`src/logic/ex_settings.svh`:
```
`ifndef EX_SETTINGS_SVH
`define EX_SETTINGS_SVH

// Data path width, one RV32 word
`define XLEN 32

// Multiplier latency in cycles, counted from the issue edge
// Two or more, since the pipeline shift line is at least two deep
`define MULT_STAGES 4

`endif

```
`src/logic/rv_isa_pkg.sv`:
```
`include "ex_settings.svh"

package rv_isa_pkg;

    // Base instruction word in R-type layout
    typedef struct packed {
        logic [6:0] funct7;
        logic [4:0] rs2;
        logic [4:0] rs1;
        logic [2:0] funct3;
        logic [4:0] rd;
        logic [6:0] opcode;
    } rv_inst_t;

    // Branch conditions, straight from funct3
    typedef enum logic [2:0] {
        BR_EQ  = 3'b000,
        BR_NE  = 3'b001,
        BR_LT  = 3'b100,
        BR_GE  = 3'b101,
        BR_LTU = 3'b110,
        BR_GEU = 3'b111
    } branch_cond_e;

    ////////////////////////////////////////////////////////////////////////////
    // Sign-extended immediates

    function automatic logic [`XLEN-1:0] imm_i(rv_inst_t inst);
        logic [31:0] w;
        w = inst;
        return `XLEN'($signed(w[31:20]));
    endfunction

    function automatic logic [`XLEN-1:0] imm_s(rv_inst_t inst);
        logic [31:0] w;
        w = inst;
        return `XLEN'($signed({w[31:25], w[11:7]}));
    endfunction

    function automatic logic [`XLEN-1:0] imm_b(rv_inst_t inst);
        logic [31:0] w;
        w = inst;
        return `XLEN'($signed({w[31], w[7], w[30:25], w[11:8], 1'b0})); // Halfword aligned
    endfunction

    function automatic logic [`XLEN-1:0] imm_u(rv_inst_t inst);
        logic [31:0] w;
        w = inst;
        return `XLEN'($signed({w[31:12], 12'b0}));
    endfunction

    function automatic logic [`XLEN-1:0] imm_j(rv_inst_t inst);
        logic [31:0] w;
        w = inst;
        return `XLEN'($signed({w[31], w[19:12], w[20], w[30:21], 1'b0}));
    endfunction

endpackage

```
`src/logic/ex_types_pkg.sv`:
```
`include "ex_settings.svh"

package ex_types_pkg;

    // ALU and multiplier opcodes
    typedef enum logic [3:0] {
        ALU_ADD    = 4'h0,
        ALU_SUB    = 4'h1,
        ALU_AND    = 4'h2,
        ALU_OR     = 4'h3,
        ALU_XOR    = 4'h4,
        ALU_SLT    = 4'h5,
        ALU_SLTU   = 4'h6,
        ALU_SLL    = 4'h7,
        ALU_SRL    = 4'h8,
        ALU_SRA    = 4'h9,
        ALU_MUL    = 4'ha,
        ALU_MULH   = 4'hb,
        ALU_MULHSU = 4'hc,
        ALU_MULHU  = 4'hd
    } alu_func_e;

    typedef enum logic {
        FU_INT,
        FU_MULT
    } funit_e;

    typedef enum logic [1:0] {
        OPA_IS_RS1,
        OPA_IS_NPC,
        OPA_IS_PC,
        OPA_IS_ZERO
    } opa_sel_e;

    typedef enum logic [2:0] {
        OPB_IS_RS2,
        OPB_IS_I_IMM,
        OPB_IS_S_IMM,
        OPB_IS_B_IMM,
        OPB_IS_U_IMM,
        OPB_IS_J_IMM
    } opb_sel_e;

    ////////////////////////////////////////////////////////////////////////////
    // Stage packets

    typedef struct packed {
        logic                 valid;
        funit_e               funit;
        alu_func_e            alu_func;
        opa_sel_e             opa_sel;
        opb_sel_e             opb_sel;
        logic [`XLEN-1:0]     pc;
        logic [`XLEN-1:0]     npc;
        logic [`XLEN-1:0]     rs1_value;
        logic [`XLEN-1:0]     rs2_value;
        rv_isa_pkg::rv_inst_t inst;
        logic                 cond_branch;
        logic                 uncond_branch;
        logic [4:0]           dest_reg;
        logic                 rd_mem;
        logic                 wr_mem;
        logic                 halt;
    } id_ex_packet_t;

    typedef struct packed {
        logic             valid;
        logic [`XLEN-1:0] result;
        logic             take_branch;
        logic [`XLEN-1:0] npc;
        logic [`XLEN-1:0] rs2_value;   // Store data for the memory stage
        logic [4:0]       dest_reg;
        logic             rd_mem;
        logic             wr_mem;
        logic             mem_unsigned;
        logic [1:0]       mem_size;
        logic             halt;
    } ex_result_t;

endpackage

```
`src/logic/ex_operand_select.sv`:
```
`timescale 1ns/10ps
`include "ex_settings.svh"

module ex_operand_select (
    input  ex_types_pkg::id_ex_packet_t issue_pkt,
    output logic [`XLEN-1:0]            opa,
    output logic [`XLEN-1:0]            opb
);
    import ex_types_pkg::*;
    import rv_isa_pkg::*;

    ////////////////////////////////////////////////////////////////////////////
    // A operand

    always_comb begin
        case (issue_pkt.opa_sel)
            OPA_IS_RS1:  opa = issue_pkt.rs1_value;
            OPA_IS_NPC:  opa = issue_pkt.npc;      // Link address for jumps
            OPA_IS_PC:   opa = issue_pkt.pc;       // Branch and AUIPC base
            OPA_IS_ZERO: opa = '0;                 // LUI
            default:     opa = '0;
        endcase
    end

    ////////////////////////////////////////////////////////////////////////////
    // B operand

    // Immediates are decoded from the raw word on every cycle
    always_comb begin
        case (issue_pkt.opb_sel)
            OPB_IS_RS2: begin
                opb = issue_pkt.rs2_value;
            end
            OPB_IS_I_IMM: begin
                opb = imm_i(issue_pkt.inst);
            end
            OPB_IS_S_IMM: begin
                opb = imm_s(issue_pkt.inst);     // Store offset
            end
            OPB_IS_B_IMM: begin
                opb = imm_b(issue_pkt.inst);     // Branch offset
            end
            OPB_IS_U_IMM: begin
                opb = imm_u(issue_pkt.inst);
            end
            OPB_IS_J_IMM: begin
                opb = imm_j(issue_pkt.inst);     // JAL offset
            end
            default: begin
                opb = '0;
            end
        endcase
    end

endmodule

```
`src/logic/ex_int_unit.sv`:
```
`timescale 1ns/10ps
`include "ex_settings.svh"

module ex_int_unit (
    input  logic                     clock,
    input  logic                     reset,
    input  logic                     int_en,
    input  logic [`XLEN-1:0]         opa,
    input  logic [`XLEN-1:0]         opb,
    input  ex_types_pkg::alu_func_e  alu_func,
    input  logic [`XLEN-1:0]         rs1_value,
    input  logic [`XLEN-1:0]         rs2_value,
    input  rv_isa_pkg::branch_cond_e branch_cond,
    output logic [`XLEN-1:0]         int_result,
    output logic                     take_cond
);
    import ex_types_pkg::*;
    import rv_isa_pkg::*;

    logic signed [`XLEN-1:0] opa_s;
    logic signed [`XLEN-1:0] opb_s;
    logic signed [`XLEN-1:0] rs1_s;
    logic signed [`XLEN-1:0] rs2_s;
    logic [4:0]              shamt;
    logic [`XLEN-1:0]        alu_next;
    logic                    cond_next;

    assign opa_s = opa;
    assign opb_s = opb;
    assign rs1_s = rs1_value;
    assign rs2_s = rs2_value;
    assign shamt = opb[4:0];   // RV32 shifts ignore the upper bits

    always_comb begin
        case (alu_func)
            ALU_ADD:  alu_next = opa + opb;     // Also the branch target
            ALU_SUB:  alu_next = opa - opb;
            ALU_AND:  alu_next = opa & opb;
            ALU_OR:   alu_next = opa | opb;
            ALU_XOR:  alu_next = opa ^ opb;
            ALU_SLT:  alu_next = `XLEN'(opa_s < opb_s);
            ALU_SLTU: alu_next = `XLEN'(opa < opb);
            ALU_SLL:  alu_next = opa << shamt;
            ALU_SRL:  alu_next = opa >> shamt;
            ALU_SRA:  alu_next = opa_s >>> shamt;
            default:  alu_next = '0;            // Multiplies belong to the other unit
        endcase
    end

    // Branch compare works on the raw register values, not the operands
    always_comb begin
        case (branch_cond)
            BR_EQ:   cond_next = (rs1_value == rs2_value);
            BR_NE:   cond_next = (rs1_value != rs2_value);
            BR_LT:   cond_next = (rs1_s < rs2_s);
            BR_GE:   cond_next = (rs1_s >= rs2_s);
            BR_LTU:  cond_next = (rs1_value < rs2_value);
            BR_GEU:  cond_next = (rs1_value >= rs2_value);
            default: cond_next = 1'b0;
        endcase
    end

    // Single result register, held between issues
    always_ff @(posedge clock) begin
        if (reset) begin
            int_result <= '0;
            take_cond  <= 1'b0;
        end else if (int_en) begin
            int_result <= alu_next;
            take_cond  <= cond_next;
        end
    end

endmodule

```
`src/logic/ex_multiplier.sv`:
```
`timescale 1ns/10ps
`include "ex_settings.svh"

module ex_multiplier (
    input  logic                    clock,
    input  logic                    reset,
    input  logic                    mult_en,
    input  logic [`XLEN-1:0]        opa,
    input  logic [`XLEN-1:0]        opb,
    input  ex_types_pkg::alu_func_e alu_func,
    output logic [`XLEN-1:0]        product,
    output logic                    product_valid
);
    import ex_types_pkg::*;

    localparam int PROD_W  = 2 * `XLEN;
    // Multiplier bits per stage
    localparam int CHUNK_W = (PROD_W + `MULT_STAGES - 1) / `MULT_STAGES;

    typedef struct packed {
        logic              is_mul;
        logic              high;     // Return the upper word
        logic [PROD_W-1:0] mcand;
        logic [PROD_W-1:0] mplier;
        logic [PROD_W-1:0] acc;
    } mult_stage_t;

    logic                    signed_a;
    logic                    signed_b;
    logic                    is_mul;
    logic                    high;
    logic [`XLEN:0]          opa_ext;
    logic [`XLEN:0]          opb_ext;
    mult_stage_t             stage_in [`MULT_STAGES];
    mult_stage_t             stage_q  [`MULT_STAGES];
    mult_stage_t             last;
    logic [`MULT_STAGES-1:0] valid_q;

    // One chunk of partial products per stage, then move on to the next chunk
    function automatic mult_stage_t mult_step(mult_stage_t s);
        mult_stage_t       n;
        logic [PROD_W-1:0] chunk;
        n        = s;
        chunk    = PROD_W'(s.mplier[CHUNK_W-1:0]);
        n.acc    = s.acc + s.mcand * chunk;
        n.mcand  = s.mcand << CHUNK_W;
        n.mplier = s.mplier >> CHUNK_W;
        return n;
    endfunction

    ////////////////////////////////////////////////////////////////////////////
    // Opcode decode and operand extension

    always_comb begin
        signed_a = 1'b0;
        signed_b = 1'b0;
        is_mul   = 1'b1;
        high     = 1'b1;
        case (alu_func)
            ALU_MUL: begin
                signed_a = 1'b1;
                signed_b = 1'b1;
                high     = 1'b0;
            end
            ALU_MULH: begin
                signed_a = 1'b1;
                signed_b = 1'b1;
            end
            ALU_MULHSU: signed_a = 1'b1;
            ALU_MULHU:  high = 1'b1;
            default: begin
                is_mul = 1'b0;          // Not a multiply, product reads zero
                high   = 1'b0;
            end
        endcase
    end

    assign opa_ext = {signed_a & opa[`XLEN-1], opa};
    assign opb_ext = {signed_b & opb[`XLEN-1], opb};

    // Full-width sign extension keeps the low 64 bits of the product exact
    always_comb begin
        stage_in[0].is_mul = is_mul;
        stage_in[0].high   = high;
        stage_in[0].mcand  = PROD_W'($signed(opa_ext));
        stage_in[0].mplier = PROD_W'($signed(opb_ext));
        stage_in[0].acc    = '0;
        for (int i = 1; i < `MULT_STAGES; i++) begin
            stage_in[i] = stage_q[i-1];
        end
    end

    ////////////////////////////////////////////////////////////////////////////
    // Pipeline registers

    always_ff @(posedge clock) begin
        for (int i = 0; i < `MULT_STAGES; i++) begin
            stage_q[i] <= mult_step(stage_in[i]);
        end
    end

    always_ff @(posedge clock) begin
        if (reset) begin
            valid_q <= '0;
        end else begin
            valid_q <= {valid_q[`MULT_STAGES-2:0], mult_en};
        end
    end

    assign last = stage_q[`MULT_STAGES-1];

    always_comb begin
        if (!last.is_mul) begin
            product = '0;
        end else if (last.high) begin
            product = last.acc[PROD_W-1:`XLEN];
        end else begin
            product = last.acc[`XLEN-1:0];
        end
    end

    assign product_valid = valid_q[`MULT_STAGES-1];

endmodule

```
`src/logic/ex_control.sv`:
```
`timescale 1ns/10ps
`include "ex_settings.svh"

module ex_control (
    input  logic                        clock,
    input  logic                        reset,
    input  ex_types_pkg::id_ex_packet_t issue_pkt,
    output logic                        int_en,
    output logic                        mult_en,
    input  logic [`XLEN-1:0]            int_result,
    input  logic                        take_cond,
    input  logic [`XLEN-1:0]            product,
    input  logic                        product_valid,
    output ex_types_pkg::ex_result_t    int_out,
    output ex_types_pkg::ex_result_t    mult_out
);
    import ex_types_pkg::*;

    id_ex_packet_t int_meta_q;
    logic          int_valid_q;
    id_ex_packet_t mult_meta_q [`MULT_STAGES];   // Tracks the multiplier pipeline

    // Joins unit data with the packet it was issued from
    function automatic ex_result_t make_result(
        input logic             valid,
        input logic [`XLEN-1:0] data,
        input logic             cond_true,
        input id_ex_packet_t    meta
    );
        ex_result_t r;
        r.valid        = valid;
        r.result       = data;
        r.take_branch  = meta.uncond_branch | (meta.cond_branch & cond_true);
        r.npc          = meta.npc;
        r.rs2_value    = meta.rs2_value;
        r.dest_reg     = meta.dest_reg;
        r.rd_mem       = meta.rd_mem;
        r.wr_mem       = meta.wr_mem;
        r.mem_unsigned = meta.inst.funct3[2];     // LBU and LHU
        r.mem_size     = meta.inst.funct3[1:0];   // Byte, half or word
        r.halt         = meta.halt;
        return r;
    endfunction

    ////////////////////////////////////////////////////////////////////////////
    // Issue steering

    assign int_en  = issue_pkt.valid && (issue_pkt.funit == FU_INT);
    assign mult_en = issue_pkt.valid && (issue_pkt.funit == FU_MULT);

    always_ff @(posedge clock) begin
        if (reset) begin
            int_valid_q <= 1'b0;
        end else begin
            int_valid_q <= int_en;   // One pulse per integer issue
        end
    end

    // Metadata follows its unit, the multiply line moves every cycle
    always_ff @(posedge clock) begin
        if (int_en) begin
            int_meta_q <= issue_pkt;
        end
        mult_meta_q[0] <= issue_pkt;
        for (int i = 1; i < `MULT_STAGES; i++) begin
            mult_meta_q[i] <= mult_meta_q[i-1];
        end
    end

    ////////////////////////////////////////////////////////////////////////////
    // Result packets

    assign int_out = make_result(int_valid_q, int_result, take_cond, int_meta_q);

    // A multiply never evaluates a branch condition
    assign mult_out = make_result(product_valid, product, 1'b0,
                                  mult_meta_q[`MULT_STAGES-1]);

endmodule

```
`src/logic/ex_stage.sv`:
```
`timescale 1ns/10ps
`include "ex_settings.svh"

module ex_stage (
    input  logic                        clock,
    input  logic                        reset,
    input  ex_types_pkg::id_ex_packet_t issue_pkt,
    output ex_types_pkg::ex_result_t    int_out,
    output ex_types_pkg::ex_result_t    mult_out
);
    import rv_isa_pkg::*;

    logic [`XLEN-1:0] opa;
    logic [`XLEN-1:0] opb;
    logic             int_en;
    logic             mult_en;
    logic [`XLEN-1:0] int_result;
    logic             take_cond;
    logic [`XLEN-1:0] product;
    logic             product_valid;

    ex_operand_select operand_select_i (
        .issue_pkt (issue_pkt),
        .opa       (opa),
        .opb       (opb)
    );

    ex_control control_i (
        .clock         (clock),
        .reset         (reset),
        .issue_pkt     (issue_pkt),
        .int_en        (int_en),
        .mult_en       (mult_en),
        .int_result    (int_result),
        .take_cond     (take_cond),
        .product       (product),
        .product_valid (product_valid),
        .int_out       (int_out),
        .mult_out      (mult_out)
    );

    ex_int_unit int_unit_i (
        .clock       (clock),
        .reset       (reset),
        .int_en      (int_en),
        .opa         (opa),
        .opb         (opb),
        .alu_func    (issue_pkt.alu_func),
        .rs1_value   (issue_pkt.rs1_value),
        .rs2_value   (issue_pkt.rs2_value),
        .branch_cond (branch_cond_e'(issue_pkt.inst.funct3)),   // Branch funct3
        .int_result  (int_result),
        .take_cond   (take_cond)
    );

    ex_multiplier multiplier_i (
        .clock         (clock),
        .reset         (reset),
        .mult_en       (mult_en),
        .opa           (opa),
        .opb           (opb),
        .alu_func      (issue_pkt.alu_func),
        .product       (product),
        .product_valid (product_valid)
    );

endmodule

```
`config.mk`:
```
export PLATFORM = sky130hd
export DESIGN_NAME = ex_stage
export DESIGN_NICKNAME = d
export VERILOG_FILES = /design/src/logic/rv_isa_pkg.sv /design/src/logic/ex_types_pkg.sv /design/src/logic/ex_operand_select.sv /design/src/logic/ex_int_unit.sv /design/src/logic/ex_multiplier.sv /design/src/logic/ex_control.sv /design/src/logic/ex_stage.sv
export VERILOG_INCLUDE_DIRS = /design/src /design/src/logic
export SDC_FILE = /design/constraint.sdc
export NUM_CORES = 2
export LEC_CHECK = 0
export BUFFER_PORTS_ARGS = -buffer_cell sky130_fd_sc_hd__buf_2
export CORE_MARGIN = 2
export CORE_UTILIZATION = 65
export CTS_BUF_LIST = sky130_fd_sc_hd__clkbuf_8
export CTS_CLUSTER_DIAMETER = 200
export DETAILED_ROUTE_END_ITERATION = 7
export MAX_ROUTING_LAYER = met4
export PLACE_DENSITY_LB_ADDON = 0.15
export SYNTH_ARGS = -nofsm -noshare
export SYNTH_HDL_FRONTEND = slang
export SYNTH_HIERARCHICAL = 1
export SYNTH_SLANG_ARGS = --single-unit
```
`constraint.sdc`:
```
create_clock -name clock -period 10.7 [get_ports clock]
set_input_delay 1.07 -clock clock [delete_from_list [all_inputs] [get_ports clock]]
set_output_delay 1.07 -clock clock [all_outputs]
set_load 0.02 [all_outputs]
```
==> reports/results.ini <==
[clocking]
insertion_delay_ns=0.89
cts_tree=done
cts_sinks=769
clockRootBuffer=clkbuf_8
cts_hold_buf=0
cts_resized=0
clkTransAtPathRegs_ns=0.07
cts_setup_buffers=0
cts_max_level=3
cts_buffers=118
clock_path_buffers=3

[timing]
hold_viol=0
tns_ns=0
post-route-period-util=0.817
max_slew_margin=0.0300
clock-skew-final_ns=0.111
fmax_mhz=114
final.min_clock_period_ns=8.74
worst_pin_slew_ns=1.45
finalMaxSlewViolations=0
finalSetupViolCount=0
rsz0062_at_grt=no

[logic_synthesis]
syn_area_per_cell_um2=9.49
syn_nets=10200
synth-edff-count=77
synth_cell_types=108
synth-main-ff-cell=dfxtp_1
ys_seq_elements=769
synth_area_leader_cell=fa_1
ys_top_cells_by_area=fa_1 35%, dfxtp_1 18%, inv_1 9.3%, ha_1 7.1%, nand2_1 4.6%
async_reset_ff_frac=0
syn_area_um2=77800
synth-seq-area-share=0.208
synth_top_area_frac=0.345
postSynthCellCount=8194
synth_warnings=6

[die]
die_area_um2=122000
start_util=0.657
row_count=126
core_area_um2=118000
io_pins=401
die_h_um=350
die_w_um=350

[detailed_routing]
num_vias=57400
first_iter_violations=5515
post_drt_wl_per_cell_um=22.5
first_pass_iters=6
ant_nets=0
routed_wl_um=227000
vias_per_cell=5.71
drc=0

[finish]
drive_above_1_share=0.106
fin_area_um2=83200
fillers=9279
syn_to_final_growth_pct=7.02
final_cell_mix=1958 x inv_1, 1341 x fa_1, 960 x nand2_1
layout_commonest_cell=inv_1
instances_no_fill=10100
nets=10300

[grt]
globalRouteOverflowTotal=0
grt_max_degree=70
grt_usage=0.393
grt_pass1_wl_um=352000
antenna_found_initial=25
grt_pass1_vias=60000

[min_path]
hp-class=reg -> reg
whs_endpoint=control_i/mult_meta_q[1][56]
hold_start=control_i/mult_meta_q[0][56]
hold_depth=0

[worst_setup_path]
crit_arrival_ns=9.42
path_common_cell=fa_1
required_ns=11.38
rr_startpoint=multiplier_i/stage_q[0][132]
end_kind=flop
reg2reg_depth=22
worst_path_largest_cell_delay_ns=0.84
rrSetupSlack_ns=3.40
worst-path-buf-inv=6
critical_path_class=in -> reg
cp_max_fo=36
path_delay_family=adder cells
r2r-end=multiplier_i/stage_q[1][56]
slowest_stage=o21ai_2
start_kind=primary input

[pwr]
p_per_area_nw_per_um2=271
peakVddDrop_mv=0.593
leakagePower_uw=0.0411
p_total_uw=22500

[place]
dpl.hpwl_um=177000
place_inst=9831
port_buffers=393
gp_congestion=1.03
place_area_um2=80400

[run]
cap_violations=0

[outcome]
status=completed

where the power goes:
group / switching [uW] / internal (uW)
registers: 314 / 3690
clock network: 1280 / 1490
logic: 9580 / 6170
total: 11200 / 11400
kinds of logic after synthesis:
| logic type | Yosys count | share of synthesized area |
|---|---|---|
| AO/OA/AOI/OAI | 942 | 0.0809 |
| XOR/XNOR | 202 | 0.0227 |
| adder cells (fa/ha/maj) | 1785 | 0.416 |
| buffers and inverters | 2410 | 0.125 |
| flip-flops | 769 | 0.208 |
| multiplexers | 166 | 0.0318 |
| AND/OR/NAND/NOR | 1920 | 0.115 |
layer usage:
layer | wire, um | vias up | GRT usage | part of all wire
met4 | 9340 | 0 | 0.150 | 0.041
met1 | 92500 | 28800 | 0.526 | 0.41
met3 | 23100 | 590 | 0.0824 | 0.10
li1 | - | 25100 | - | -
met5 | 0 | - | - | 0
met2 | 102000 | 2926 | 0.592 | 0.45
worst max path at each step:
stage,from,slack (ns),cells past startpoint,endpoint
2_1_floorplan,issue_pkt[174],2.69,30,multiplier_i/stage_q[0][63]
3_3_place_gp,issue_pkt[174],1.50,26,multiplier_i/stage_q[0][48]
3_5_place_dp,issue_pkt[172],1.47,26,multiplier_i/stage_q[0][63]
4_1_cts,issue_pkt[172],2.29,26,multiplier_i/stage_q[0][63]
5_1_grt,issue_pkt[172],1.76,26,multiplier_i/stage_q[0][63]
6_report,issue_pkt[172],1.96,26,multiplier_i/stage_q[0][63]
synthesized netlist by cell type (92+ instances only):
cell      instances
inv_1          1937
fa_1           1341
nand2_1         960
dfxtp_1         692
ha_1            441
and2_1          376
a21oi_1         263
clkbuf_1        261
nor2_1          241
xnor2_1         169
buf_4           157
o21ai_0         132
mux2i_1          92
per-stage QoR:
| step | util | worst slack (ns) | hold slack (ns) |
|---|---|---|---|
| final | 0.703 | 1.96 | 0.286 |
| after global routing | 0.703 | 1.76 | 0.264 |
| after CTS | 0.703 | 2.29 | 0.239 |
| after detailed placement | 0.679 | 1.47 | 0.312 |
| after global placement | 0.679 | 1.50 | 0.309 |
| after floorplan | - | 2.69 | 0.310 |
flip-flops by register name, summed over array words and instances, names as in the netlist:
signal / cells
control_i/int_meta_q: 2
int_unit_i/take_cond: 1
multiplier_i/stage_q: 350
control_i/mult_meta_q: 304
control_i/int_valid_q: 1
control_i/int_out: 75
multiplier_i/valid_q: 4
int_unit_i/int_result: 32
area by class of cell:
class	instances	area, um2	share of cell area
well taps	1600	2000	0.0240
diodes	19	47.5	0.000571
inverters	1943	7290	0.0876
clock buffers	143	1970	0.0236
repair buffers	504	2810	0.0338
flip-flops and latches	769	16200	0.194
multi-input cells	5015	52200	0.627
clock inverters	74	788	0.00947
No activity file was read; power rests on OpenSTA's default activity.
